===== config.mk =====
export PLATFORM = sky130hd
export DESIGN_NAME = ic_dmem_top
export DESIGN_NICKNAME = d
export VERILOG_FILES = /design/src/hdl/ic_bus_pkg.sv /design/src/hdl/ic_map_pkg.sv /design/src/hdl/ic_mem_if.sv /design/src/hdl/ic_dmem_top.sv /design/src/hdl/ic_err_responder.sv /design/src/hdl/ic_outstanding_ctr.sv /design/src/hdl/ic_req_router.sv /design/src/hdl/ic_route_fifo.sv /design/src/hdl/ic_rsp_mux.sv
export SDC_FILE = /design/constraint.sdc
export NUM_CORES = 1
export LEC_CHECK = 0
export BUFFER_PORTS_ARGS = -buffer_cell sky130_fd_sc_hd__buf_2
export CAP_MARGIN = 15
export CORE_AREA = 2 2 126 128
export CTS_BUF_LIST = sky130_fd_sc_hd__clkbuf_2 sky130_fd_sc_hd__clkbuf_4 sky130_fd_sc_hd__clkbuf_8
export CTS_CLUSTER_SIZE = 8
export DETAILED_ROUTE_END_ITERATION = 8
export DIE_AREA = 0 0 128 130
export HOLD_SLACK_MARGIN = 0.02
export PLACE_DENSITY = 0.54
export SYNTH_ARGS = -nofsm -noshare
export SYNTH_HDL_FRONTEND = slang
export SYNTH_SLANG_ARGS = --single-unit

===== constraint.sdc =====
create_clock -name g_clk -period 4.91 [get_ports g_clk]
set_input_delay 0.491 -clock g_clk [delete_from_list [all_inputs] [get_ports g_clk]]
set_output_delay 0.491 -clock g_clk [all_outputs]
set_load 0.02 [all_outputs]

===== src/hdl/ic_bus_pkg.sv =====
// Bus widths of the CPU data port and of every target channel.
// OUTSTANDING_DEPTH must stay a power of two so the FIFO pointers wrap
// on their own. CNT_W must be able to hold OUTSTANDING_DEPTH itself.
package ic_bus_pkg;

    // ------------------------------------------------------------------------
    // Widths
    // ------------------------------------------------------------------------
    localparam int ADDR_W = 32;                // Byte address
    localparam int DATA_W = 32;                // One bus word
    localparam int STRB_W = DATA_W / 8;        // One strobe per byte

    // ------------------------------------------------------------------------
    // Outstanding requests
    // ------------------------------------------------------------------------
    localparam int OUTSTANDING_DEPTH = 4;      // Granted, not yet answered
    localparam int CNT_W = 3;                  // Counts 0..OUTSTANDING_DEPTH
    localparam int PTR_W = 2;                  // log2 of FIFO depth

    typedef logic [ADDR_W-1:0] addr_t;
    typedef logic [DATA_W-1:0] data_t;
    typedef logic [STRB_W-1:0] strb_t;

endpackage


===== src/hdl/ic_map_pkg.sv =====
// Memory map of the data-side interconnect.
// Each window is a power-of-two block aligned to its size, so a plain
// region compare on the upper address bits is a full decode.
// Anything outside both windows goes to the error responder.
package ic_map_pkg;
    import ic_bus_pkg::*;

    // ------------------------------------------------------------------------
    // Windows
    // ------------------------------------------------------------------------
    localparam addr_t MAP_ROM_MATCH = 32'h1000_0000;  // 16 KiB ROM
    localparam addr_t MAP_ROM_MASK  = 32'hFFFF_C000;
    localparam addr_t MAP_RAM_MATCH = 32'h2000_0000;  // 64 KiB RAM
    localparam addr_t MAP_RAM_MASK  = 32'hFFFF_0000;

    localparam int ROM_REGION_W = 18;                 // Ones in MAP_ROM_MASK
    localparam int ROM_OFFSET_W = ADDR_W - ROM_REGION_W;
    localparam int RAM_REGION_W = 16;                 // Ones in MAP_RAM_MASK
    localparam int RAM_OFFSET_W = ADDR_W - RAM_REGION_W;

    // Route tag kept per granted request
    typedef enum logic [1:0] {
        TGT_ROM = 2'd0,
        TGT_RAM = 2'd1,
        TGT_ERR = 2'd2
    } tgt_t;

    // One address word, split per window
    typedef union packed {
        struct packed {
            logic [ROM_REGION_W-1:0] region;          // Compared to ROM match
            logic [ROM_OFFSET_W-1:0] offset;          // Byte within ROM
        } rom_view;
        struct packed {
            logic [RAM_REGION_W-1:0] region;          // Compared to RAM match
            logic [RAM_OFFSET_W-1:0] offset;          // Byte within RAM
        } ram_view;
    } map_addr_u;

endpackage


===== src/hdl/ic_mem_if.sv =====
// One target-side channel with the req/gnt request and recv/ack response
// handshakes. Request fields are held stable from req until gnt, response
// fields are held stable from recv until ack.
interface ic_mem_if
    import ic_bus_pkg::*;
();

    logic  req;        // Request pending
    logic  gnt;        // Request accepted this cycle
    logic  wen;        // Write when high, read when low
    strb_t strb;       // Byte enables of a write
    data_t wdata;      // Write data
    addr_t addr;       // Byte address

    logic  recv;       // Response pending
    logic  ack;        // Response taken this cycle
    logic  error;      // Response is an error
    data_t rdata;      // Read data

    // Interconnect side of the channel
    modport initiator (
        output req, wen, strb, wdata, addr, ack,
        input  gnt, recv, error, rdata
    );

    // Memory or responder side of the channel
    modport target (
        input  req, wen, strb, wdata, addr, ack,
        output gnt, recv, error, rdata
    );

endinterface


===== src/hdl/ic_dmem_top.sv =====
// Data-side interconnect of the CPU: one request port to ROM, RAM and an
// internal error responder. Responses come back in grant order, with up
// to OUTSTANDING_DEPTH requests in flight. ROM and RAM must answer their
// own requests in order and must hold each response until ack.
module ic_dmem_top
    import ic_bus_pkg::*, ic_map_pkg::*;
(
    input  logic  g_clk,
    input  logic  i_arst_n,

    input  logic  i_cpu_req,            // CPU request port
    input  logic  i_cpu_wen,
    input  strb_t i_cpu_strb,
    input  data_t i_cpu_wdata,
    input  addr_t i_cpu_addr,
    output logic  o_cpu_gnt,
    output logic  o_cpu_recv,
    input  logic  i_cpu_ack,
    output logic  o_cpu_error,
    output data_t o_cpu_rdata,

    output logic  o_rom_req,            // ROM channel
    output logic  o_rom_wen,
    output strb_t o_rom_strb,
    output data_t o_rom_wdata,
    output addr_t o_rom_addr,
    input  logic  i_rom_gnt,
    input  logic  i_rom_recv,
    output logic  o_rom_ack,
    input  logic  i_rom_error,
    input  data_t i_rom_rdata,

    output logic  o_ram_req,            // RAM channel
    output logic  o_ram_wen,
    output strb_t o_ram_strb,
    output data_t o_ram_wdata,
    output addr_t o_ram_addr,
    input  logic  i_ram_gnt,
    input  logic  i_ram_recv,
    output logic  o_ram_ack,
    input  logic  i_ram_error,
    input  data_t i_ram_rdata
);

    logic ctr_full;
    logic ctr_empty;
    logic tag_push;
    logic tag_pop;
    tgt_t push_tgt;
    tgt_t head_tgt;

    ic_mem_if rom_ch ();
    ic_mem_if ram_ch ();
    ic_mem_if err_ch ();

    // ------------------------------------------------------------------------
    // Channels to the pins
    // ------------------------------------------------------------------------
    assign o_rom_req    = rom_ch.req;
    assign o_rom_wen    = rom_ch.wen;
    assign o_rom_strb   = rom_ch.strb;
    assign o_rom_wdata  = rom_ch.wdata;
    assign o_rom_addr   = rom_ch.addr;
    assign o_rom_ack    = rom_ch.ack;
    assign rom_ch.gnt   = i_rom_gnt;
    assign rom_ch.recv  = i_rom_recv;
    assign rom_ch.error = i_rom_error;
    assign rom_ch.rdata = i_rom_rdata;

    assign o_ram_req    = ram_ch.req;
    assign o_ram_wen    = ram_ch.wen;
    assign o_ram_strb   = ram_ch.strb;
    assign o_ram_wdata  = ram_ch.wdata;
    assign o_ram_addr   = ram_ch.addr;
    assign o_ram_ack    = ram_ch.ack;
    assign ram_ch.gnt   = i_ram_gnt;
    assign ram_ch.recv  = i_ram_recv;
    assign ram_ch.error = i_ram_error;
    assign ram_ch.rdata = i_ram_rdata;

    // ------------------------------------------------------------------------
    // Request path
    // ------------------------------------------------------------------------
    ic_req_router u_req_router (
        .i_req      (i_cpu_req),
        .i_wen      (i_cpu_wen),
        .i_strb     (i_cpu_strb),
        .i_wdata    (i_cpu_wdata),
        .i_addr     (i_cpu_addr),
        .i_full     (ctr_full),
        .o_gnt      (o_cpu_gnt),
        .o_push     (tag_push),
        .o_push_tgt (push_tgt),
        .rom_ch     (rom_ch),
        .ram_ch     (ram_ch),
        .err_ch     (err_ch)
    );

    ic_err_responder u_err_responder (
        .g_clk    (g_clk),
        .i_arst_n (i_arst_n),
        .err_ch   (err_ch)
    );

    // ------------------------------------------------------------------------
    // Ordering and response path
    // ------------------------------------------------------------------------
    ic_outstanding_ctr u_outstanding_ctr (
        .g_clk    (g_clk),
        .i_arst_n (i_arst_n),
        .i_push   (tag_push),
        .i_pop    (tag_pop),
        .o_full   (ctr_full),
        .o_empty  (ctr_empty)
    );

    ic_route_fifo u_route_fifo (
        .g_clk      (g_clk),
        .i_arst_n   (i_arst_n),
        .i_push     (tag_push),
        .i_push_tgt (push_tgt),
        .i_pop      (tag_pop),
        .o_head_tgt (head_tgt)
    );

    ic_rsp_mux u_rsp_mux (
        .i_head_tgt  (head_tgt),
        .i_empty     (ctr_empty),
        .rom_ch      (rom_ch),
        .ram_ch      (ram_ch),
        .err_ch      (err_ch),
        .i_cpu_ack   (i_cpu_ack),
        .o_cpu_recv  (o_cpu_recv),
        .o_cpu_error (o_cpu_error),
        .o_cpu_rdata (o_cpu_rdata),
        .o_pop       (tag_pop)
    );

endmodule


===== src/hdl/ic_err_responder.sv =====
// Answers every unmapped request with an error and zero read data.
// Only one request is served at a time. A new request waits for gnt
// until the previous error response has been acked.
module ic_err_responder (
    input  logic g_clk,
    input  logic i_arst_n,
    ic_mem_if.target err_ch
);

    // Low is IDLE, high is RESPOND
    logic respond_q;

    always_ff @(posedge g_clk or negedge i_arst_n) begin
        if (!i_arst_n) begin
            respond_q <= 1'b0;
        end else begin
            case (respond_q)
                1'b0: begin                     // IDLE
                    if (err_ch.req) begin
                        respond_q <= 1'b1;      // Granted this cycle
                    end
                end
                default: begin                  // RESPOND
                    if (err_ch.ack) begin
                        respond_q <= 1'b0;
                    end
                end
            endcase
        end
    end

    assign err_ch.gnt   = err_ch.req && !respond_q;    // Same cycle when idle
    assign err_ch.recv  = respond_q;                   // Cycle after grant
    assign err_ch.error = respond_q;
    assign err_ch.rdata = '0;

    // Ack only arrives while an error response is offered
    a_ack_with_recv: assert property (@(posedge g_clk) disable iff (!i_arst_n)
        err_ch.ack |-> err_ch.recv);

endmodule


===== src/hdl/ic_outstanding_ctr.sv =====
// Counts requests granted to the CPU and not yet answered.
// The router and the response mux must gate push and pop with full and
// empty. The counter itself does not saturate.
module ic_outstanding_ctr
    import ic_bus_pkg::*;
(
    input  logic g_clk,
    input  logic i_arst_n,
    input  logic i_push,                // CPU request transfer
    input  logic i_pop,                 // CPU response transfer
    output logic o_full,
    output logic o_empty
);

    logic [CNT_W-1:0] cnt_q;            // Requests in flight

    always_ff @(posedge g_clk or negedge i_arst_n) begin
        if (!i_arst_n) begin
            cnt_q <= '0;
        end else begin
            case ({i_push, i_pop})
                2'b10:   cnt_q <= cnt_q + 1'b1;
                2'b01:   cnt_q <= cnt_q - 1'b1;
                default: cnt_q <= cnt_q;    // Idle, or one in and one out
            endcase
        end
    end

    assign o_full  = (cnt_q == CNT_W'(OUTSTANDING_DEPTH));
    assign o_empty = (cnt_q == '0);

    // Router must stop granting at the limit
    a_no_push_full: assert property (@(posedge g_clk) disable iff (!i_arst_n)
        i_push |-> !o_full);

    // Response mux must not take a response nobody asked for
    a_no_pop_empty: assert property (@(posedge g_clk) disable iff (!i_arst_n)
        i_pop |-> !o_empty);

endmodule


===== src/hdl/ic_req_router.sv =====
// Decodes the CPU address and steers the request to exactly one channel.
// The CPU grant is the chosen channel's gnt, the same cycle. Nothing is
// offered to a target while the outstanding counter is full.
module ic_req_router
    import ic_bus_pkg::*, ic_map_pkg::*;
(
    input  logic  i_req,
    input  logic  i_wen,
    input  strb_t i_strb,
    input  data_t i_wdata,
    input  addr_t i_addr,
    input  logic  i_full,               // No room for another tag
    output logic  o_gnt,
    output logic  o_push,               // One cycle per CPU transfer
    output tgt_t  o_push_tgt,
    ic_mem_if.initiator rom_ch,
    ic_mem_if.initiator ram_ch,
    ic_mem_if.initiator err_ch
);

    map_addr_u dec_addr;
    logic      rom_hit;
    logic      ram_hit;
    logic      req_ok;                  // Request allowed out this cycle
    logic      sel_gnt;                 // gnt of the decoded channel
    tgt_t      tgt;

    // ------------------------------------------------------------------------
    // Address decode
    // ------------------------------------------------------------------------
    assign dec_addr = i_addr;
    assign rom_hit  = (dec_addr.rom_view.region & MAP_ROM_MASK[ADDR_W-1 -: ROM_REGION_W])
                      == MAP_ROM_MATCH[ADDR_W-1 -: ROM_REGION_W];
    assign ram_hit  = (dec_addr.ram_view.region & MAP_RAM_MASK[ADDR_W-1 -: RAM_REGION_W])
                      == MAP_RAM_MATCH[ADDR_W-1 -: RAM_REGION_W];

    always_comb begin
        if (rom_hit) tgt = TGT_ROM;
        else if (ram_hit) tgt = TGT_RAM;
        else tgt = TGT_ERR;             // Unmapped
    end

    // ------------------------------------------------------------------------
    // Steering
    // ------------------------------------------------------------------------
    assign req_ok     = i_req && !i_full;
    assign rom_ch.req = req_ok && (tgt == TGT_ROM);
    assign ram_ch.req = req_ok && (tgt == TGT_RAM);
    assign err_ch.req = req_ok && (tgt == TGT_ERR);

    assign rom_ch.wen   = i_wen;        // Write fields fan out to all
    assign rom_ch.strb  = i_strb;
    assign rom_ch.wdata = i_wdata;
    assign rom_ch.addr  = i_addr;
    assign ram_ch.wen   = i_wen;
    assign ram_ch.strb  = i_strb;
    assign ram_ch.wdata = i_wdata;
    assign ram_ch.addr  = i_addr;
    assign err_ch.wen   = i_wen;
    assign err_ch.strb  = i_strb;
    assign err_ch.wdata = i_wdata;
    assign err_ch.addr  = i_addr;

    always_comb begin
        case (tgt)
            TGT_ROM: sel_gnt = rom_ch.gnt;
            TGT_RAM: sel_gnt = ram_ch.gnt;
            default: sel_gnt = err_ch.gnt;
        endcase
    end

    assign o_gnt      = req_ok && sel_gnt;  // Target gnt without req ignored
    assign o_push     = o_gnt;
    assign o_push_tgt = tgt;

endmodule


===== src/hdl/ic_route_fifo.sv =====
// Keeps the route tag of every granted request in grant order.
// There is no fill level here. The outstanding counter owns full and
// empty, and the head entry is only meaningful while it reports non-empty.
module ic_route_fifo
    import ic_bus_pkg::*, ic_map_pkg::*;
(
    input  logic g_clk,
    input  logic i_arst_n,
    input  logic i_push,                // Write one tag
    input  tgt_t i_push_tgt,
    input  logic i_pop,                 // Drop the head tag
    output tgt_t o_head_tgt             // Target owing the next response
);

    tgt_t             tag_mem [OUTSTANDING_DEPTH];
    logic [PTR_W-1:0] wr_ptr_q;
    logic [PTR_W-1:0] rd_ptr_q;

    // ------------------------------------------------------------------------
    // Pointers
    // ------------------------------------------------------------------------
    always_ff @(posedge g_clk or negedge i_arst_n) begin
        if (!i_arst_n) begin
            wr_ptr_q <= '0;
            rd_ptr_q <= '0;
        end else begin
            if (i_push) begin
                wr_ptr_q <= wr_ptr_q + 1'b1;    // Wraps at depth
            end
            if (i_pop) begin
                rd_ptr_q <= rd_ptr_q + 1'b1;
            end
        end
    end

    // ------------------------------------------------------------------------
    // Tag storage
    // ------------------------------------------------------------------------
    always_ff @(posedge g_clk) begin
        if (i_push) begin
            tag_mem[wr_ptr_q] <= i_push_tgt;
        end
    end

    assign o_head_tgt = tag_mem[rd_ptr_q];  // Read is combinational

endmodule


===== src/hdl/ic_rsp_mux.sv =====
// Presents the response of the target at the FIFO head to the CPU.
// Responses from other targets wait at their own channel until their tag
// reaches the head. Nothing is presented while no request is in flight.
module ic_rsp_mux
    import ic_bus_pkg::*, ic_map_pkg::*;
(
    input  tgt_t  i_head_tgt,           // Oldest outstanding target
    input  logic  i_empty,              // No request in flight
    ic_mem_if.initiator rom_ch,
    ic_mem_if.initiator ram_ch,
    ic_mem_if.initiator err_ch,
    input  logic  i_cpu_ack,
    output logic  o_cpu_recv,
    output logic  o_cpu_error,
    output data_t o_cpu_rdata,
    output logic  o_pop                 // One cycle per response transfer
);

    always_comb begin
        o_cpu_recv  = 1'b0;
        o_cpu_error = 1'b0;
        o_cpu_rdata = '0;
        rom_ch.ack  = 1'b0;             // Non-head targets never see ack
        ram_ch.ack  = 1'b0;
        err_ch.ack  = 1'b0;
        if (!i_empty) begin
            case (i_head_tgt)
                TGT_ROM: begin
                    o_cpu_recv  = rom_ch.recv;
                    o_cpu_error = rom_ch.error;
                    o_cpu_rdata = rom_ch.rdata;
                    rom_ch.ack  = i_cpu_ack;
                end
                TGT_RAM: begin
                    o_cpu_recv  = ram_ch.recv;
                    o_cpu_error = ram_ch.error;
                    o_cpu_rdata = ram_ch.rdata;
                    ram_ch.ack  = i_cpu_ack;
                end
                default: begin          // TGT_ERR
                    o_cpu_recv  = err_ch.recv;
                    o_cpu_error = err_ch.error;
                    o_cpu_rdata = err_ch.rdata;
                    err_ch.ack  = i_cpu_ack;
                end
            endcase
        end
    end

    assign o_pop = o_cpu_recv && i_cpu_ack;

endmodule


==> key figures, run 1 <==
Power
  – Combinational share of power: 0.723
  – Sequential power share: 0.190
  – Peak supply drop: roughly 150 µV
  – Leakage: 1.34 nW
  – Sw Pwr: between 0.6 and 0.7 mW
  – Sw Ratio: 0.547
  – Power density cells: a little under 500 nW/µm²
  – Pwr Total: approximately 1.2 mW
  – Pint: 0.562 mW
  – Clock network power share: 0.087

CTS
  – # hold bufs at CTS: 0
  – Clk sinks: 16
  – Htree depth: 1
  – Post-CTS Setup Inserts: 0
  – Clk slew on worst S/H paths: 0.06 ns
  – Clk_lat worst skew: 0.25 ns
  – Clk root buf: clkbuf_8
  – Clock buffer depth: 2
  – CTS tree: done
  – CTS buffer count: 3
  – Cts repair resizes: 0

STA
  – Final hold vios: 0
  – Worst Clk Skew: 0.00503 ns
  – Max frequency: 312 MHz
  – Setup violators final: 0
  – Period minus WS final: 3.20 ns
  – TNS Setup: 0 ns
  – Tcrit/Tclk final: 0.652
  – Headroom to the max-slew limit: 0.380
  – Slew Limit Fails: 0
  – RSZ-0062 raised after global routing: no
  – Tightest Pin Transition: 0.928 ns

Global route
  – Pin count of the biggest net entering global routing: 36
  – Global-route wire length before repair: 9170 µm
  – Initial antenna violation count: 0
  – Tot GR Track Use: 0.0727
  – Grt total ovfl: 0
  – Number of global-route vias before repair: approximately 1,800

Cells and area
  – Area Growth Syn to Fin: 1.81%
  – Ant diodes: 0
  – Final core utilization: 0.164
  – Post-route cell area: 2530 µm²
  – Final non-filler cell total: 544
  – Final nets: 502
  – Layout cells sized above 1: 0.526
  – # fillers: 1,759

Worst setup path
  – Worst-path cell chain: mux4_2 -> mux2i_1 -> a211oi_2 -> ha_1 -> inv_1 -> fa_1 -> xor2_1 -> nor2_1 -> xor2_1
  – FF-to-FF End: u_outstanding_ctr.cnt_q[2]
  – Crit-path slowest cell: mux4_2
  – Crit path max-delay family: multiplexers
  – Arr. time, crit path: 3.37 ns
  – CP max stage delay: 0.88 ns
  – Crit path kind: reg -> reg
  – FF-to-FF Start: u_route_fifo.rd_ptr_q[0]
  – Startpoint type of the worst setup path: flip-flop
  – Worst setup EP type: flip-flop
  – R2R cell count: 9
  – Most frequent CP cell: xor2_1
  – Buffer and inverter count on the worst path: 1
  – Required time worst endpoint: 5.08 ns
  – Crit path max fanout: 35
  – Worst R2R Setup Slack: 1.71 ns

Synthesis
  – Mapped Area: 2490 µm²
  – Cells after Synth: 331
  – Yosys warns: 0
  – Post-synthesis sequential area ratio: 0.177
  – Top cells by area, synth: buf_4 (42%), nand2_1 (11%), edfxtp_1 (9.7%)
  – #FFs+latches synth: 16
  – Syn avg cell area: 7.51 µm²
  – Largest area contributor in the netlist: buf_4
  – Post-synth top area share: 0.423
  – Main flop type after synthesis: edfxtp_1
  – Most frequent cells after synthesis: buf_4 (140), nand2_1 (71), a21oi_1 (34)
  – Netlist cell types: 34
  – Post-synth net total: 480
  – Most common cell in the netlist: buf_4
  – Post-synth EDFFs: 8
  – Post-synth ARST share: 0.500

Floorplanning
  – Die ar.: 16,600 µm²
  – I/O pin count: 320
  – Row count: 46
  – Die W: 128 µm
  – Chip height: 130 µm
  – Core area: 15,400 µm²
  – Starting density of the core: 0.161

Drt
  – Pre-antenna DRT Iters: 4
  – Routed Antenna Nets: 0
  – DRT Wirelength: 6770 µm
  – Initial DRC count: 45
  – Vias: 2,019
  – WL/cell: between 10 and 15 µm
  – DR vias/cell: 3.71
  – Drc violations: 0

Placement
  – Post-place instance area: 2480 µm²
  – Routability congestion estimate from global placement: approximately 0.71
  – PortBufs: 166
  – Placed cells: 540
  – HPWL after DPL: between 5000 and 6000 µm

Job
  – Max-cap violations: 0

Hold path
  – Hold Crit Class: in -> async

Outcome
  – Status: finished clean
==> area by class of cell <==
cell class,instances,area (µm²),area share
clock buffers,4,48.8,0.0193
inverters,8,30.0,0.0119
multi-input cells,157,935,0.369
flip-flops and latches,16,440,0.174
well taps,192,240,0.0949
repair buffers,167,838,0.331
==> worst max-delay path by stage <==
| stage | slack [ns] | to | from | cells after the start |
|---|---|---|---|---|
| 6_report | 1.71 | u_outstanding_ctr.cnt_q[2] | u_route_fifo.rd_ptr_q[0] | 9 |
| 5_1_grt | 1.47 | u_outstanding_ctr.cnt_q[2] | u_route_fifo.rd_ptr_q[0] | 9 |
| 4_1_cts | 1.63 | u_outstanding_ctr.cnt_q[2] | u_route_fifo.rd_ptr_q[0] | 9 |
| 3_5_place_dp | 1.64 | u_outstanding_ctr.cnt_q[2] | u_route_fifo.rd_ptr_q[0] | 9 |
| 3_3_place_gp | 1.70 | u_outstanding_ctr.cnt_q[2] | u_route_fifo.rd_ptr_q[0] | 9 |
| 2_1_floorplan | 2.23 | u_outstanding_ctr.cnt_q[2] | i_cpu_addr[29] | 11 |
==> cells by family after synthesis <==
logic type / count (synthesis) / synth area share
adders and majority gates: 6 / 0.0332
AOI/OAI and AO/OA: 42 / 0.0976
muxes: 10 / 0.0533
buffers and inverters: 158 / 0.452
and+or+nand+nor: 93 / 0.166
DFF: 16 / 0.177
xor gates and xnor gates: 6 / 0.0211
==> power by group through the flow <==
stage	Clock [mW]	Combinational [mW]	Sequential [mW]
after global placement	0	0.923	0.239
final	0.108	0.898	0.236
after floorplan	0	0.792	0.210
after detailed placement	0	0.922	0.240
after CTS	0.111	0.926	0.237
after global routing	0.116	0.998	0.245
==> layer usage <==
| layer | part of all wire | track usage |
|---|---|---|
| met1 | 0.35 | 0.0663 |
| met2 | 0.47 | 0.131 |
| met3 | 0.16 | 0.0435 |
| met4 | 0.025 | 0.0323 |
| met5 | 0 | 0 |
==> cell usage in the layout, fill, tap and decap left out, types with 2 or more instances in the layout <==
cell type    n
nor4_1       3
inv_1        8
mux2i_1      5
a21oi_1     33
mux2_2       2
dfrtp_1      8
edfxtp_1     8
nor3_1       2
and2_1       4
o21ai_0      3
clkbuf_8     3
mux4_2       2
nor2_1       5
xor2_1       3
a31oi_1      2
xnor2_1      3
nand2_1     71
ha_1         5
buf_2      166
==> stage by stage <==
step	setup slack [ns]	hold WS [ns]
4_1_cts	1.63	0.0848
2_1_floorplan	2.23	0.195
3_5_place_dp	1.64	0.357
5_1_grt	1.47	0.0901
6_report	1.71	0.0781
3_3_place_gp	1.70	0.355
==> sequential cells by signal, indices dropped and copies added (netlist names) <==
signal,count
u_route_fifo.wr_ptr_q,2
u_route_fifo.rd_ptr_q,2
u_err_responder.err_ch.error,1
u_outstanding_ctr.cnt_q,3
u_route_fifo.tag_mem,8
Note: power is estimated with default switching activity, not from simulation.
==> run 2: changes to the inputs <==
Settings changed: PLACE_DENSITY 0.54 to 0.56.
Clock period 4.91 ns to 2.8 ns, I/O delays scaled along.
==> key figures, run 2 (synthesis gave the netlist of run 1 again) <==
Outcome
  – Status: finished clean

Floorplanning
  – Starting density of the core: 0.161
  – Die W: 128 µm
  – I/O pin count: 320
  – Row count: 46
  – Core area: between 15,000 and 20,000 µm²
  – Chip height: 130 µm
  – Die ar.: 16,600 µm²

Drt
  – Wire length on met2: 3340 µm
  – DRT Wirelength: 6970 µm
  – Drc violations: 0
  – Vias: approximately 2,000
  – Initial DRC count: 37
  – Met1 WL: between 2000 and 2500 µm
  – Pre-antenna DRT Iters: 4
  – Met3 wire length: 1100 µm
  – Uppermost layer routed: met4
  – DR vias/cell: 3.70
  – WL/cell: between 10 and 15 µm
  – Routed Antenna Nets: 0

Power
  – Peak supply drop: between 200 and 250 µV
  – Clock network power share: 0.082
  – Sw Pwr: between 1 and 1.5 mW
  – Pint: 1.06 mW
  – Leakage: 1.38 nW
  – Sw Ratio: 0.533
  – Sequential power share: 0.180
  – Power density cells: 869 nW/µm²
  – Pwr Total: 2.26 mW
  – Combinational share of power: 0.738

Worst setup path
  – Worst setup EP type: flip-flop
  – Required time worst endpoint: 2.97 ns
  – FF-to-FF Start: u_route_fifo.rd_ptr_q[0]
  – CP max stage delay: 0.55 ns
  – Buffer and inverter count on the worst path: 1
  – Worst R2R Setup Slack: 0.25 ns
  – Startpoint type of the worst setup path: flip-flop
  – Arr. time, crit path: between 2 and 3 ns
  – R2R cell count: 9
  – Crit path max fanout: 3
  – Crit path max-delay family: multiplexers
  – FF-to-FF End: u_outstanding_ctr.cnt_q[2]
  – Crit path kind: reg -> reg
  – Crit-path slowest cell: mux4_2
  – Worst path depth: 9
  – Worst-path cell chain: mux4_2 -> mux2i_1 -> a211oi_2 -> ha_1 -> inv_1 -> fa_1 -> xor2_1 -> nor2_1 -> xor2_1
  – Crit path launch: u_route_fifo.rd_ptr_q[0]
  – Most frequent CP cell: xor2_1
  – Crit path to: u_outstanding_ctr.cnt_q[2]

Global route
  – Global-route wire length before repair: 9600 µm
  – Tot GR Track Use: 0.0752
  – Number of global-route vias before repair: 1,915
  – Initial antenna violation count: 0
  – Pin count of the biggest net entering global routing: 35
  – Grt total ovfl: 0

STA
  – Worst Clk Skew: 0.00198 ns
  – Period minus WS final: between 2 and 3 ns
  – Slew Limit Fails: 0
  – Tcrit/Tclk final: 0.912
  – Setup violators final: 0
  – Headroom to the max-slew limit: 0.696
  – Max frequency: 392 MHz
  – WHS: roughly 0.43 ns
  – RSZ-0062 raised after global routing: no
  – Tightest Pin Transition: roughly 0.45 ns
  – TNS Setup: 0 ns
  – Final hold vios: 0

CTS
  – Clock buffer depth: 2
  – Clk root buf: clkbuf_8
  – Clk_lat worst skew: 0.24 ns
  – Htree depth: 1
  – CTS tree: done
  – Clk slew on worst S/H paths: 0.06 ns
  – CTS buffer count: 3
  – Clk sinks: 16

Cells and area
  – Area Growth Syn to Fin: 4.53%
  – Final non-filler cell total: 551
  – Most common cell after layout, fill and taps aside: buf_2
  – Commonest cells after routing, fill and taps aside: buf_2 (166), nand2_1 (71), a21oi_1 (33)
  – Ant diodes: 0
  – Largest regs: u_route_fifo.tag_mem: 8 flops, u_outstanding_ctr.cnt_q: 3 flops
  – Final core utilization: 0.169
  – # fillers: 1,790
  – Final nets: between 500 and 600
  – Layout cells sized above 1: 0.532
  – Top reg by flops: u_route_fifo.tag_mem
  – Max reg flops: 8

Placement
  – Placed cells: 545
  – HPWL after DPL: 5900 µm
  – PortBufs: ~170
  – Routability congestion estimate from global placement: 0.739

Job
  – Max-cap violations: 0

Hold path
  – Hold Crit Class: in -> async
[run 2: area by class of cell]
cell class	instances	area [µm²]	share of cell area
inverters	8	30.0	0.0115
multi-input cells	157	935	0.359
well taps	192	240	0.0924
flip-flops and latches	16	440	0.169
repair buffers	174	906	0.348
clock buffers	4	48.8	0.0188
[run 2: how the worst min path moves through the flow]
stage | to | slack, ns | cells past startpoint
2_1_floorplan | u_err_responder.err_ch.error | -0.02 | 0
3_3_place_gp | u_route_fifo.rd_ptr_q[1] | 0.14 | 1
3_5_place_dp | u_route_fifo.rd_ptr_q[1] | 0.15 | 1
4_1_cts | u_route_fifo.rd_ptr_q[1] | 0.46 | 2
5_1_grt | u_route_fifo.wr_ptr_q[1] | 0.46 | 2
6_report | u_route_fifo.wr_ptr_q[0] | 0.43 | 2
[run 2: routing by layer]
layer  vias up  GRT usage
met5         -          0
met4         0     0.0200
met3         4     0.0402
met2       218      0.144
met1       837     0.0695
li1        981          -
[run 2: stage by stage]
step | instance area (µm²) | setup slack, ns
after global routing | 2600 | 0.0609
after global placement | 2530 | 0.186
after CTS | 2590 | 0.114
after floorplan | 2490 | 0.180
after detailed placement | 2530 | 0.133
final | 2600 | 0.246
[run 2: what timing repair did]
| item | in CTS | in global routing |
|---|---|---|
| setup endpoints to repair | 0 | 1 |
| resized for setup | 0 | 0 |
| setup buffers | 0 | 1 |
| endpoints found under the hold margin | 8 | 0 |
| hold buffers | 1 | 0 |
[run 2: power groups by stage]
| stage | sequential (mW) | combinational (mW) | clock, mW |
|---|---|---|---|
| after floorplan | 0.367 | 1.39 | 0 |
| after global placement | 0.409 | 1.69 | 0 |
| after detailed placement | 0.411 | 1.69 | 0 |
| after CTS | 0.407 | 1.70 | 0.190 |
| after global routing | 0.419 | 1.86 | 0.200 |
| final | 0.406 | 1.67 | 0.186 |
==> run 3: changes to the inputs <==
Settings changed: CORE_AREA 2 2 126 128 to unset, DIE_AREA 0 0 128 130 to unset, PLACE_DENSITY 0.56 to unset, SYNTH_HIERARCHICAL set to 1.
Clock period 2.8 ns to 3.3 ns, I/O delays scaled along.
==> key figures, run 3 <==
Synthesis
  – Xor-xnor portion of the synthesized cell area: 0.0100
  – Portion of netlist area occupied by mux cells: 0.0769
  – #FFs+latches synth: 16
  – Largest family of logic cells by synthesized area: buffers and inverters
  – Ys cells: 649
  – Largest area contributor in the netlist: buf_4
  – Main flop type after synthesis: edfxtp_1
  – Top cells by area, synth: buf_4 (65%), mux2i_1 (6.7%), a211oi_1 (4.7%)
  – Yosys warns: 0
  – Post-synthesis sequential area ratio: 0.0840
  – Yosys stat chip area: 5240 µm²
  – Post-synth EDFFs: 8
  – Simple-Gate Fraction of Synth Area: 0.0714
  – Netlist cell types: 35
  – Post-Synth Adder-Cell Area: 0.0158
  – Post-synth top area share: 0.650
  – Synth Area in Compound Gates: 0.0597
  – Post-synth ARST share: 0.500
  – Most frequent cells after synthesis: buf_4 (454), mux2i_1 (35), nor2b_1 (35), a211oi_1 (33), inv_1 (9)
  – Most common cell in the netlist: buf_4

Outcome
  – Status: stopped before the end
  – Error: ERROR: Found 213 problems in 'check -assert'.
  – Stop stage: synthesis
## run 3: cell types whose count changed after synthesis, moves of 4 or more
cell      delta
a21oi_1     -32
nand2_1     -69
buf_4      +314
mux2i_1     +30
clkbuf_1     +4
nor2b_1     +34
a211oi_1    +33
## run 3: logic make-up after synthesis
| family | after synthesis |
|---|---|
| AOI/OAI and AO/OA | 40 |
| xor gates and xnor gates | 6 |
| adders and majority gates | 6 |
| buffers and inverters | 479 |
| DFF | 16 |
| muxes | 37 |
| other | 3 |
| and+or+nand+nor | 62 |
